==> src/pong_pkg.sv <==
`default_nettype none

package pong_pkg;

	// width of every screen coordinate and box size
	localparam int COORD_W = 10;

	// 3-bit rgb pixel colour
	typedef logic [2:0] colour_t;

	localparam colour_t COL_BLACK = 3'b000;
	localparam colour_t COL_PADDLE = 3'b111;

	// paddle command decoded from a button pair
	typedef logic [1:0] dir_t;

	localparam dir_t DIR_HOLD = 2'd0;
	localparam dir_t DIR_UP = 2'd1;
	localparam dir_t DIR_DOWN = 2'd2;

endpackage

`default_nettype wire
==> src/pong_top.sv <==
`timescale 1ns/1ps
`default_nettype none

module pong_top import pong_pkg::*; #(
	parameter int SCREEN_X = 320,
	parameter int SCREEN_Y = 240,
	parameter int Y_MARGIN = 20,
	parameter int BALL_SIZE = 4,
	parameter int PADDLE_W = 5,
	parameter int PADDLE_H = 40,
	parameter int PADDLE_RATE = 3,
	parameter int BALL_RATE = 1,
	parameter int CLKS_PER_FRAME = 833333
) (
	input wire clk,
	input wire resetn,
	input wire enable,
	input wire up1,
	input wire down1,
	input wire up2,
	input wire down2,
	input wire colour_t ball_colour,
	output logic [COORD_W-1:0] pix_x,
	output logic [COORD_W-1:0] pix_y,
	output colour_t colour,
	output logic plot,
	output logic busy,
	output logic lhs_scored,
	output logic rhs_scored,
	output logic [COORD_W-1:0] ball_x,
	output logic [COORD_W-1:0] ball_y,
	output logic [COORD_W-1:0] paddle1_y,
	output logic [COORD_W-1:0] paddle2_y
);

	logic frame_tick;
	logic [COORD_W-1:0] old_paddle1_y, old_paddle2_y;
	logic [COORD_W-1:0] old_ball_x, old_ball_y;

	frame_timer #(
		.CLKS_PER_FRAME(CLKS_PER_FRAME)
	) u_timer (
		.clk(clk),
		.resetn(resetn),
		.enable(enable),
		.frame_tick(frame_tick)
	);

	paddle_motion #(
		.SCREEN_Y(SCREEN_Y),
		.Y_MARGIN(Y_MARGIN),
		.PADDLE_H(PADDLE_H),
		.PADDLE_RATE(PADDLE_RATE)
	) u_paddles (
		.clk(clk),
		.resetn(resetn),
		.frame_tick(frame_tick),
		.up1(up1),
		.down1(down1),
		.up2(up2),
		.down2(down2),
		.paddle1_y(paddle1_y),
		.paddle2_y(paddle2_y),
		.old_paddle1_y(old_paddle1_y),
		.old_paddle2_y(old_paddle2_y)
	);

	ball_motion #(
		.SCREEN_X(SCREEN_X),
		.SCREEN_Y(SCREEN_Y),
		.Y_MARGIN(Y_MARGIN),
		.BALL_SIZE(BALL_SIZE),
		.PADDLE_W(PADDLE_W),
		.PADDLE_H(PADDLE_H),
		.BALL_RATE(BALL_RATE)
	) u_ball (
		.clk(clk),
		.resetn(resetn),
		.frame_tick(frame_tick),
		.paddle1_y(paddle1_y),
		.paddle2_y(paddle2_y),
		.ball_x(ball_x),
		.ball_y(ball_y),
		.old_ball_x(old_ball_x),
		.old_ball_y(old_ball_y),
		.lhs_scored(lhs_scored),
		.rhs_scored(rhs_scored)
	);

	screen_painter #(
		.SCREEN_X(SCREEN_X),
		.SCREEN_Y(SCREEN_Y),
		.BALL_SIZE(BALL_SIZE),
		.PADDLE_W(PADDLE_W),
		.PADDLE_H(PADDLE_H)
	) u_painter (
		.clk(clk),
		.resetn(resetn),
		.frame_tick(frame_tick),
		.lhs_scored(lhs_scored),
		.rhs_scored(rhs_scored),
		.ball_colour(ball_colour),
		.paddle1_y(paddle1_y),
		.paddle2_y(paddle2_y),
		.old_paddle1_y(old_paddle1_y),
		.old_paddle2_y(old_paddle2_y),
		.ball_x(ball_x),
		.ball_y(ball_y),
		.old_ball_x(old_ball_x),
		.old_ball_y(old_ball_y),
		.pix_x(pix_x),
		.pix_y(pix_y),
		.colour(colour),
		.plot(plot),
		.busy(busy)
	);

endmodule

`default_nettype wire

==> src/screen_painter.sv <==
`timescale 1ns/1ps
`default_nettype none

module screen_painter import pong_pkg::*; #(
	parameter int SCREEN_X = 320,
	parameter int SCREEN_Y = 240,
	parameter int BALL_SIZE = 4,
	parameter int PADDLE_W = 5,
	parameter int PADDLE_H = 40
) (
	input wire clk,
	input wire resetn,
	input wire frame_tick,
	input wire lhs_scored,
	input wire rhs_scored,
	input wire colour_t ball_colour,
	input wire [COORD_W-1:0] paddle1_y,
	input wire [COORD_W-1:0] paddle2_y,
	input wire [COORD_W-1:0] old_paddle1_y,
	input wire [COORD_W-1:0] old_paddle2_y,
	input wire [COORD_W-1:0] ball_x,
	input wire [COORD_W-1:0] ball_y,
	input wire [COORD_W-1:0] old_ball_x,
	input wire [COORD_W-1:0] old_ball_y,
	output logic [COORD_W-1:0] pix_x,
	output logic [COORD_W-1:0] pix_y,
	output colour_t colour,
	output logic plot,
	output logic busy
);

	localparam logic [COORD_W-1:0] P1_X = COORD_W'(2);
	localparam logic [COORD_W-1:0] P2_X = COORD_W'(SCREEN_X - PADDLE_W);
	localparam logic [COORD_W-1:0] PAD_W_C = COORD_W'(PADDLE_W);
	localparam logic [COORD_W-1:0] PAD_H_C = COORD_W'(PADDLE_H);
	localparam logic [COORD_W-1:0] BALL_C = COORD_W'(BALL_SIZE);

	localparam logic [2:0] S_IDLE = 3'd0;
	localparam logic [2:0] S_BLANK = 3'd1;
	localparam logic [2:0] S_ERASE1 = 3'd2;
	localparam logic [2:0] S_DRAW1 = 3'd3;
	localparam logic [2:0] S_ERASE2 = 3'd4;
	localparam logic [2:0] S_DRAW2 = 3'd5;
	localparam logic [2:0] S_ERASEB = 3'd6;
	localparam logic [2:0] S_DRAWB = 3'd7;

	logic [2:0] state, next_step;
	logic tick_d;
	logic launch;
	logic blank;
	logic scored;
	logic box_done;
	logic [COORD_W-1:0] org_x, org_y, size_x, size_y;

	assign scored = lhs_scored || rhs_scored;
	assign busy = (state != S_IDLE);

	// step that follows the current box, erases skipped after a blank
	always_comb begin
		case (state)
			S_BLANK: next_step = S_DRAW1;
			S_ERASE1: next_step = S_DRAW1;
			S_DRAW1: next_step = blank ? S_DRAW2 : S_ERASE2;
			S_ERASE2: next_step = S_DRAW2;
			S_DRAW2: next_step = blank ? S_DRAWB : S_ERASEB;
			S_ERASEB: next_step = S_DRAWB;
			default: next_step = S_IDLE;
		endcase
	end

	// origin, size and colour of the box for each step
	always_comb begin
		org_x = '0;
		org_y = '0;
		size_x = PAD_W_C;
		size_y = PAD_H_C;
		colour = COL_BLACK;
		case (state)
			S_BLANK: begin
				size_x = COORD_W'(SCREEN_X);
				size_y = COORD_W'(SCREEN_Y);
			end
			S_ERASE1: begin
				org_x = P1_X;
				org_y = old_paddle1_y;
			end
			S_DRAW1: begin
				org_x = P1_X;
				org_y = paddle1_y;
				colour = COL_PADDLE;
			end
			S_ERASE2: begin
				org_x = P2_X;
				org_y = old_paddle2_y;
			end
			S_DRAW2: begin
				org_x = P2_X;
				org_y = paddle2_y;
				colour = COL_PADDLE;
			end
			S_ERASEB: begin
				org_x = old_ball_x;
				org_y = old_ball_y;
				size_x = BALL_C;
				size_y = BALL_C;
			end
			S_DRAWB: begin
				org_x = ball_x;
				org_y = ball_y;
				size_x = BALL_C;
				size_y = BALL_C;
				colour = ball_colour;
			end
			default: ;
		endcase
	end

	// positions and score pulses are valid one cycle after the tick
	always_ff @(posedge clk) begin
		if (!resetn) begin
			state <= S_IDLE;
			tick_d <= 1'b0;
			launch <= 1'b0;
			blank <= 1'b0;
		end else begin
			tick_d <= frame_tick;
			launch <= 1'b0;
			if (state == S_IDLE) begin
				if (tick_d) begin
					blank <= scored;
					state <= scored ? S_BLANK : S_ERASE1;
					launch <= 1'b1;
				end
			end else if (box_done) begin
				state <= next_step;
				launch <= (next_step != S_IDLE);
			end
		end
	end

	box_raster u_raster (
		.clk(clk),
		.resetn(resetn),
		.start(launch),
		.org_x(org_x),
		.org_y(org_y),
		.size_x(size_x),
		.size_y(size_y),
		.pix_x(pix_x),
		.pix_y(pix_y),
		.plot(plot),
		.done(box_done)
	);

	// frame too short for the drawing sequence
	a_frame_overrun: assert property (@(posedge clk) disable iff (!resetn)
		frame_tick |-> !busy);

endmodule

`default_nettype wire

==> src/box_raster.sv <==
`timescale 1ns/1ps
`default_nettype none

module box_raster import pong_pkg::*; (
	input wire clk,
	input wire resetn,
	input wire start,
	input wire [COORD_W-1:0] org_x,
	input wire [COORD_W-1:0] org_y,
	input wire [COORD_W-1:0] size_x,
	input wire [COORD_W-1:0] size_y,
	output logic [COORD_W-1:0] pix_x,
	output logic [COORD_W-1:0] pix_y,
	output logic plot,
	output logic done
);

	logic [COORD_W-1:0] base_x, base_y;
	logic [COORD_W-1:0] last_x, last_y;
	logic [COORD_W-1:0] cnt_x, cnt_y;
	logic row_end;

	assign row_end = (cnt_x == last_x);
	assign done = plot && row_end && (cnt_y == last_y);
	assign pix_x = base_x + cnt_x;
	assign pix_y = base_y + cnt_y;

	// box geometry captured at start
	always_ff @(posedge clk) begin
		if (start) begin
			base_x <= org_x;
			base_y <= org_y;
			last_x <= size_x - 1'b1;
			last_y <= size_y - 1'b1;
		end
	end

	// columns inside rows, one pixel per clock
	always_ff @(posedge clk) begin
		if (!resetn) begin
			plot <= 1'b0;
			cnt_x <= '0;
			cnt_y <= '0;
		end else if (start) begin
			plot <= 1'b1;
			cnt_x <= '0;
			cnt_y <= '0;
		end else if (plot) begin
			if (done) begin
				plot <= 1'b0;
			end else if (row_end) begin
				cnt_x <= '0;
				cnt_y <= cnt_y + 1'b1;
			end else begin
				cnt_x <= cnt_x + 1'b1;
			end
		end
	end

	a_no_overlap: assert property (@(posedge clk) disable iff (!resetn)
		start |-> !plot);

endmodule

`default_nettype wire

==> src/ball_motion.sv <==
`timescale 1ns/1ps
`default_nettype none

module ball_motion import pong_pkg::*; #(
	parameter int SCREEN_X = 320,
	parameter int SCREEN_Y = 240,
	parameter int Y_MARGIN = 20,
	parameter int BALL_SIZE = 4,
	parameter int PADDLE_W = 5,
	parameter int PADDLE_H = 40,
	parameter int BALL_RATE = 1
) (
	input wire clk,
	input wire resetn,
	input wire frame_tick,
	input wire [COORD_W-1:0] paddle1_y,
	input wire [COORD_W-1:0] paddle2_y,
	output logic [COORD_W-1:0] ball_x,
	output logic [COORD_W-1:0] ball_y,
	output logic [COORD_W-1:0] old_ball_x,
	output logic [COORD_W-1:0] old_ball_y,
	output logic lhs_scored,
	output logic rhs_scored
);

	localparam logic [COORD_W-1:0] X_LO = COORD_W'(2 + PADDLE_W);
	localparam logic [COORD_W-1:0] X_HI = COORD_W'(SCREEN_X - PADDLE_W - BALL_SIZE);
	localparam logic [COORD_W-1:0] Y_LO = COORD_W'(Y_MARGIN);
	localparam logic [COORD_W-1:0] Y_HI = COORD_W'(SCREEN_Y - 1 - Y_MARGIN - BALL_SIZE);
	localparam logic [COORD_W-1:0] X_CTR = COORD_W'((SCREEN_X - BALL_SIZE) / 2);
	localparam logic [COORD_W-1:0] Y_CTR = COORD_W'((SCREEN_Y - BALL_SIZE) / 2);
	localparam logic [COORD_W-1:0] STEP = COORD_W'(BALL_RATE);
	localparam logic [COORD_W-1:0] BALL_C = COORD_W'(BALL_SIZE);
	localparam logic [COORD_W-1:0] PAD_H_C = COORD_W'(PADDLE_H);

	logic x_right;
	logic y_down;
	logic hit1, hit2;
	logic [COORD_W-1:0] nx, ny;
	logic nx_right, ny_down;
	logic miss_l, miss_r;

	// vertical spans of ball and paddle overlap
	assign hit1 = (ball_y + BALL_C > paddle1_y) && (paddle1_y + PAD_H_C > ball_y);
	assign hit2 = (ball_y + BALL_C > paddle2_y) && (paddle2_y + PAD_H_C > ball_y);

	always_comb begin
		nx = ball_x;
		ny = ball_y;
		nx_right = x_right;
		ny_down = y_down;
		miss_l = 1'b0;
		miss_r = 1'b0;

		// a margin reached or crossed clamps and turns the ball
		if (y_down) begin
			if (ball_y + STEP >= Y_HI) begin
				ny = Y_HI;
				ny_down = 1'b0;
			end else begin
				ny = ball_y + STEP;
			end
		end else begin
			if (ball_y <= Y_LO + STEP) begin
				ny = Y_LO;
				ny_down = 1'b1;
			end else begin
				ny = ball_y - STEP;
			end
		end

		if (x_right) begin
			if (ball_x >= X_HI) begin
				if (hit2) begin
					nx_right = 1'b0;
					nx = ball_x - STEP;
				end else begin
					miss_r = 1'b1;
				end
			end else begin
				nx = (ball_x + STEP >= X_HI) ? X_HI : ball_x + STEP;
			end
		end else begin
			if (ball_x <= X_LO) begin
				if (hit1) begin
					nx_right = 1'b1;
					nx = ball_x + STEP;
				end else begin
					miss_l = 1'b1;
				end
			end else begin
				nx = (ball_x <= X_LO + STEP) ? X_LO : ball_x - STEP;
			end
		end

		// a miss serves again from the centre, directions kept
		if (miss_l || miss_r) begin
			nx = X_CTR;
			ny = Y_CTR;
		end
	end

	always_ff @(posedge clk) begin
		if (!resetn) begin
			x_right <= 1'b1;
			y_down <= 1'b1;
			ball_x <= X_CTR;
			ball_y <= Y_CTR;
			old_ball_x <= X_CTR;
			old_ball_y <= Y_CTR;
			lhs_scored <= 1'b0;
			rhs_scored <= 1'b0;
		end else begin
			lhs_scored <= frame_tick && miss_r;
			rhs_scored <= frame_tick && miss_l;
			if (frame_tick) begin
				old_ball_x <= ball_x;
				old_ball_y <= ball_y;
				ball_x <= nx;
				ball_y <= ny;
				x_right <= nx_right;
				y_down <= ny_down;
			end
		end
	end

	a_one_side: assert property (@(posedge clk) disable iff (!resetn)
		!(lhs_scored && rhs_scored));

	// score is a single-cycle pulse
	a_score_pulse: assert property (@(posedge clk) disable iff (!resetn)
		(lhs_scored || rhs_scored) |=> !(lhs_scored || rhs_scored));

endmodule

`default_nettype wire

==> src/paddle_motion.sv <==
`timescale 1ns/1ps
`default_nettype none

module paddle_motion import pong_pkg::*; #(
	parameter int SCREEN_Y = 240,
	parameter int Y_MARGIN = 20,
	parameter int PADDLE_H = 40,
	parameter int PADDLE_RATE = 3
) (
	input wire clk,
	input wire resetn,
	input wire frame_tick,
	input wire up1,
	input wire down1,
	input wire up2,
	input wire down2,
	output logic [COORD_W-1:0] paddle1_y,
	output logic [COORD_W-1:0] paddle2_y,
	output logic [COORD_W-1:0] old_paddle1_y,
	output logic [COORD_W-1:0] old_paddle2_y
);

	localparam logic [COORD_W-1:0] Y_MIN = COORD_W'(Y_MARGIN);
	localparam logic [COORD_W-1:0] Y_MAX = COORD_W'(SCREEN_Y - 1 - Y_MARGIN - PADDLE_H);
	localparam logic [COORD_W-1:0] Y_CTR = COORD_W'((SCREEN_Y - PADDLE_H) / 2);
	localparam logic [COORD_W-1:0] STEP = COORD_W'(PADDLE_RATE);

	dir_t dir1;
	dir_t dir2;

	// both or neither pressed means hold
	function automatic dir_t decode_dir(input logic up, input logic down);
		case ({up, down})
			2'b10: return DIR_UP;
			2'b01: return DIR_DOWN;
			default: return DIR_HOLD;
		endcase
	endfunction

	function automatic logic [COORD_W-1:0] step_y(input logic [COORD_W-1:0] y, input dir_t dir);
		logic [COORD_W-1:0] ny;
		ny = y;
		if (dir == DIR_UP) begin
			ny = (y < Y_MIN + STEP) ? Y_MIN : y - STEP;
		end else if (dir == DIR_DOWN) begin
			ny = (y + STEP > Y_MAX) ? Y_MAX : y + STEP;
		end
		return ny;
	endfunction

	assign dir1 = decode_dir(up1, down1);
	assign dir2 = decode_dir(up2, down2);

	// buttons sampled on the tick edge
	always_ff @(posedge clk) begin
		if (!resetn) begin
			paddle1_y <= Y_CTR;
			paddle2_y <= Y_CTR;
			old_paddle1_y <= Y_CTR;
			old_paddle2_y <= Y_CTR;
		end else begin
			if (frame_tick) begin
				old_paddle1_y <= paddle1_y;
				old_paddle2_y <= paddle2_y;
				paddle1_y <= step_y(paddle1_y, dir1);
				paddle2_y <= step_y(paddle2_y, dir2);
			end
		end
	end

	a_clamp: assert property (@(posedge clk) disable iff (!resetn)
		paddle1_y >= Y_MIN && paddle1_y <= Y_MAX && paddle2_y >= Y_MIN && paddle2_y <= Y_MAX);

endmodule

`default_nettype wire

==> src/frame_timer.sv <==
`timescale 1ns/1ps
`default_nettype none

module frame_timer #(
	parameter int CLKS_PER_FRAME = 833333
) (
	input wire clk,
	input wire resetn,
	input wire enable,
	output logic frame_tick
);

	localparam int CNT_W = (CLKS_PER_FRAME > 1) ? $clog2(CLKS_PER_FRAME) : 1;
	localparam logic [CNT_W-1:0] RELOAD = CNT_W'(CLKS_PER_FRAME - 1);

	logic [CNT_W-1:0] count;

	// counts down while enabled, the reload cycle carries the tick
	always_ff @(posedge clk) begin
		if (!resetn) begin
			count <= RELOAD;
			frame_tick <= 1'b0;
		end else begin
			frame_tick <= 1'b0;
			if (enable) begin
				if (count == '0) begin
					count <= RELOAD;
					frame_tick <= 1'b1;
				end else begin
					count <= count - 1'b1;
				end
			end
		end
	end

endmodule

`default_nettype wire

==> config.mk <==
export PLATFORM = sky130hd
export DESIGN_NAME = pong_top
export DESIGN_NICKNAME = d
export VERILOG_FILES = /design/src/pong_pkg.sv /design/src/pong_top.sv /design/src/screen_painter.sv /design/src/box_raster.sv /design/src/ball_motion.sv /design/src/paddle_motion.sv /design/src/frame_timer.sv
export SDC_FILE = /design/constraint.sdc
export NUM_CORES = 1
export LEC_CHECK = 0
export ABC_AREA = 1
export BUFFER_PORTS_ARGS = -buffer_cell sky130_fd_sc_hd__buf_2
export CAP_MARGIN = 20
export CELL_PAD_IN_SITES_DETAIL_PLACEMENT = 0
export CELL_PAD_IN_SITES_GLOBAL_PLACEMENT = 1
export CORE_MARGIN = 3
export CORE_UTILIZATION = 45
export CTS_CLUSTER_DIAMETER = 40
export CTS_CLUSTER_SIZE = 28
export DETAILED_ROUTE_END_ITERATION = 12
export PLACE_DENSITY = 0.91
export REMOVE_ABC_BUFFERS = 1
export SLEW_MARGIN = 20
export SYNTH_ARGS = -nofsm -noshare
export SYNTH_HDL_FRONTEND = slang
export SYNTH_SLANG_ARGS = --single-unit
==> constraint.sdc <==
create_clock -name clk -period 2.9 [get_ports clk]
set_input_delay 0.725 -clock clk [delete_from_list [all_inputs] [get_ports clk]]
set_output_delay 0.725 -clock clk [all_outputs]
set_load 0.005 [all_outputs]
==> results.md <==
- The flow ran to the end, but the final reports show violations.
- The checks that failed: negative setup slack.
- The leakage power figure is 6.07 nW.
- The first-pass GRT wire length is 52400 µm.
- The final worst-path setup slack is -0.0821 ns.
- Of the total power, the share spent switching nets is 23.8%.
- The global placer's final weighted congestion is 0.922.
- The core footprint is 0.0246 mm².
- Dividing the synthesized area by the synthesized cell count gives 7.00 µm².
- The cell count after synthesis is 1626.
- After detailed routing, the average wire length per cell comes to 15.4 µm.
- The maximum clock frequency is 335 MHz.
- The category of the critical setup timing path is flop to output pin.
- The kind of end point of the critical path is an output pin.
- The via count is 11.1k.
- The layout overhead on the synthesized area is 15.6%.
- Leaving out filler cells and counting taps, the final layout contains 2072.
- For the pin with the worst max-slew slack, the measured transition is 0.786 ns.
- The fraction of the yosys area taken by sequential cells is 30.9%.
- The sum of net half-perimeters after detailed placement is 23600 µm.
- Clock latency on the worst-skew pair, taken at its later pin, is 0.43 ns.
- The final-report setup violation count is 2.
- The net count of the finished layout is 1838.
- Once placement finished, the instance area stood at 0.0123 mm².
- In this run, CTS created clock tree buffers numbering 17.
- The root cell of the clock tree is sky130_fd_sc_hd__clkbuf_16.
- The total power after layout is 4.72 mW.
- Along the worst path, the maximum fanout reaches 3.
- In this run, placement finished with an instance count of 2029.
- The largest voltage drop on the vdd net is 303 µV.
- The repair_antennas step left the layout with diodes totalling 0.
- The clock tree synthesis step divided the H-tree into 4 levels.
- In this run, distinct cell masters in the synthesized netlist total 51.
- The power density over cell area is 359 mW/mm².
- Headroom to the max-slew limit came out at 47.6%.
- The minimum clock period is 2.98 ns.
- The number of hold violations in the final report is 0.
- The min-delay analysis places its worst path in the category flop to flop.
- For this run, the slowest stage of the critical path takes 0.36 ns.
- The number of nets with antenna violations after routing is 0.
- The net switching power is 1.12 mW.
- At the worst endpoint, the required time is 2.17 ns.
- The clock share of power is 49.9%.
- Walking the worst path, the cells encountered are ha_2, inv_2, fa_2, o21ai_2, nand2_1, nand2_1, nand2_1, nand2_2, nand2_1, nand2_1, a21oi_2, xnor2_1, buf_2.
- The die is 165 µm wide.
- The filler cells instantiated in the layout total 2435.
- Using the TritonRoute via totals, the vias-per-cell ratio works out to 5.33.
- Among all stages on the critical path, the largest delay is contributed by sky130_fd_sc_hd__edfxtp_1.
- The internal power of the cells totals 3.60 mW.
- In the synthesized netlist the dominant register cell turns out to be sky130_fd_sc_hd__dfxtp_1.
- In the final layout, the share of cells above drive strength 1 is 15.0%.
- In this run the vertical extent of the chip is 165 µm.
- Summed over all layers, the routed wires come to 32000 µm.
- Across every metal layer, demand over resource in global routing totals 23.9%.
- After synthesis the netlist holds a flip-flop and latch count of 161.
- The arrival time at the worst endpoint is 2.26 ns.
- The starting density of the core is 46.3%.
- OpenSTA, run right after detailed placement, puts the worst setup slack at 0.177 ns.
- The die outline area is 0.0272 mm².
- The part of the power in registers is 48.2%.
- The max-cap check violation count is 0.
- The number of buffers on the longest clock path is 2.
- The combinational share of power is 1.9%.
- During placement, the flow inserted port buffers numbering 76.
- TritonCTS built the clock tree.
- The final-report max-slew violation count is 0.
- After detailed routing, the number of remaining DRC violations is 0.
- The clock sink count is 161.
- The number of global-route vias before repair is 10.4k.
- The largest net degree at the start of global routing is 64.
- The post-route standard cell area excluding fillers is 0.0132 mm².
- The first detailed-routing pass took 6 iterations.
- Setup repair after global routing could not meet its margin everywhere.
- Among the stages of the critical path, the cell type that occurs most often is sky130_fd_sc_hd__nand2_1.
- The starting DRC count in detailed routing is 1029.
- The synthesized design contains 29 enable-type register cells.
- The clock slew seen by the registers of the worst setup and hold paths is 0.07 ns.
- The initial antenna violation count is 0.
- The worst setup path is launched from a flop.
- The summed instance area of the synthesized netlist is 0.0114 mm².
- The total overflow left after global routing is 0.
- The post-route fraction of the period consumed by the critical path is 103%.
- Of all flip-flops after synthesis, the portion carrying an async set or reset was 0%.
- The number of cell rows is 57.
- Once layout is complete, the utilization of the core stands at 53.5%.
- The synthesis warning total is 0.
- The count of boundary I/O pins is 77.
- The clock skew is 0.0112 ns.
==> cells in the mapped netlist, types with 3 or more instances <==
library cell                number  area (µm²)
sky130_fd_sc_hd__a211oi_1        3        22.5
sky130_fd_sc_hd__a21o_1          4        30.0
sky130_fd_sc_hd__a21oi_1       137         686
sky130_fd_sc_hd__a22oi_1         3        22.5
sky130_fd_sc_hd__a31oi_1         5        31.3
sky130_fd_sc_hd__buf_2          15        75.1
sky130_fd_sc_hd__buf_4           7        52.6
sky130_fd_sc_hd__buf_6           3        33.8
sky130_fd_sc_hd__clkbuf_1       26        97.6
sky130_fd_sc_hd__clkinv_1        8        30.0
sky130_fd_sc_hd__dfxtp_1       132        2640
sky130_fd_sc_hd__edfxtp_1       29         871
sky130_fd_sc_hd__ha_1           91        1140
sky130_fd_sc_hd__inv_1         152         571
sky130_fd_sc_hd__inv_2          18        67.6
sky130_fd_sc_hd__nand2_1       427        1600
sky130_fd_sc_hd__nand2_2         5        31.3
sky130_fd_sc_hd__nand2_4         4        45.0
sky130_fd_sc_hd__nand3_1        95         475
sky130_fd_sc_hd__nand3_2         3        30.0
sky130_fd_sc_hd__nand3b_1        5        37.5
sky130_fd_sc_hd__nand4_1        37         231
sky130_fd_sc_hd__nor2_1        138         518
sky130_fd_sc_hd__nor2_2          7        43.8
sky130_fd_sc_hd__nor2_4          5        56.3
sky130_fd_sc_hd__nor3_1         20         100
sky130_fd_sc_hd__nor3_2          5        50.1
sky130_fd_sc_hd__nor4_1          6        37.5
sky130_fd_sc_hd__o2111ai_1       7        61.3
sky130_fd_sc_hd__o211ai_1       23         173
sky130_fd_sc_hd__o21ai_0        67         335
sky130_fd_sc_hd__o21ai_1         7        35.0
sky130_fd_sc_hd__o21bai_1        5        37.5
sky130_fd_sc_hd__o22ai_1        10        62.6
sky130_fd_sc_hd__xnor2_1        26         228
sky130_fd_sc_hd__xor2_1         67         587
==> state kept, by name, summed over array words and instances (netlist names), 2 cells and up <==
name                       flops
u_paddles.paddle1_y           10
u_ball.old_ball_x             10
u_painter.u_raster.last_y      2
u_ball.old_ball_y             10
u_paddles.paddle2_y           10
u_painter.u_raster.last_x      7
u_painter.state                3
u_paddles.old_paddle1_y       10
u_painter.u_raster.cnt_y      10
u_ball.ball_y                 10
u_painter.u_raster.cnt_x      10
u_painter.u_raster.base_x     10
u_timer.count                 20
u_ball.ball_x                 10
u_painter.u_raster.base_y     10
u_paddles.old_paddle2_y       10
==> cell families (layout without fill, tap and decap cells) <==
| group | count (synthesis) | in the layout | synth area share [%] |
|---|---|---|---|
| xor+xnor | 94 | 94 | 7.30 |
| flops | 161 | 161 | 30.9 |
| other cells | 1 | 4 | 0.0329 |
| buf+inv | 231 | 350 | 8.21 |
| compound gates | 282 | 282 | 13.9 |
| fa+ha+maj | 93 | 93 | 10.4 |
| simple gates | 764 | 764 | 29.3 |
==> per-layer routing <==
layer / GRT usage, % / part of all wire (%) / routed length (µm)
met1: 32.9 / 47 / 14900
met2: 39.7 / 47 / 15000
met3: 3.67 / 5.3 / 1700
met4: 5.11 / 1.2 / 386
met5: 0 / 0 / 0
==> worst max-delay path: cells and delay by family (launching register included) <==
kind            cells  cell delay, ns
fa+ha+maj           2            0.57
simple gates        6            0.39
xor+xnor            1            0.12
flops               1            0.36
compound gates      2            0.21
buf+inv             2            0.17
==> power by group through the flow <==
stage	logic [mW]	clock network, mW	registers, mW
finish	0.0902	2.35	2.28
floorplan	0.0475	0	2.33
CTS	0.0901	2.38	2.28
detailed placement	0.0899	0	2.33
global placement	0.0893	0	2.33
global route	0.102	2.49	2.28
==> what timing repair did <==
item                       4_1_cts  5_1_grt
setup endpoints to repair        6       30
hold buffers                     0        0
buffers inserted                 5        6
gates resized for setup         11       31
hold endpoints to repair         0        0
pin swaps                        5        5
==> final timing paths <==
| path | startpoint | end | slack, ns | cells after the start |
|---|---|---|---|---|
| setup / recovery | u_painter.u_raster.base_x[0] | pix_x[8] | -0.08 | 13 |
| hold / removal | u_ball.old_ball_x[2] | u_ball.old_ball_x[2] | 0.48 | 2 |
| setup reg to reg | u_paddles.paddle1_y[3] | u_ball.ball_x[9] | 0.29 | 16 |
| hold reg to reg | u_ball.old_ball_x[2] | u_ball.old_ball_x[2] | 0.48 | 2 |
==> layout by cell type (no fill, tap or decap), types with 37 or more instances in the layout <==
master / Yosys / layout
sky130_fd_sc_hd__nand2_1: 427 / 423
sky130_fd_sc_hd__inv_1: 152 / 150
sky130_fd_sc_hd__nor2_1: 138 / 135
sky130_fd_sc_hd__a21oi_1: 137 / 131
sky130_fd_sc_hd__dfxtp_1: 132 / 126
sky130_fd_sc_hd__nand3_1: 95 / 94
sky130_fd_sc_hd__ha_1: 91 / 83
sky130_fd_sc_hd__buf_2: 15 / 76
sky130_fd_sc_hd__xor2_1: 67 / 67
sky130_fd_sc_hd__o21ai_0: 67 / 63
sky130_fd_sc_hd__buf_4: 7 / 63
sky130_fd_sc_hd__nand4_1: 37 / 37
==> area by class of cell <==
type | count | area, µm² | area share [%]
Inverter | 178 | 668 | 5.08
Sequential cell | 161 | 3520 | 26.8
Clock inverter | 14 | 173 | 1.31
Multi-Input combinational cell | 1237 | 7090 | 53.9
Clock buffer | 18 | 429 | 3.26
Timing Repair Buffer | 140 | 865 | 6.57
Tap cell | 324 | 405 | 3.08
==> metrics by stage <==
stage	setup TNS (ns)	hold WS, ns
finish	-0.0928	0.479
CTS	-0.119	0.480
global placement	0	0.456
floorplan	-0.152	0.436
global route	-0.608	0.503
detailed placement	0	0.462
Note: power is estimated with default switching activity, not from simulation.
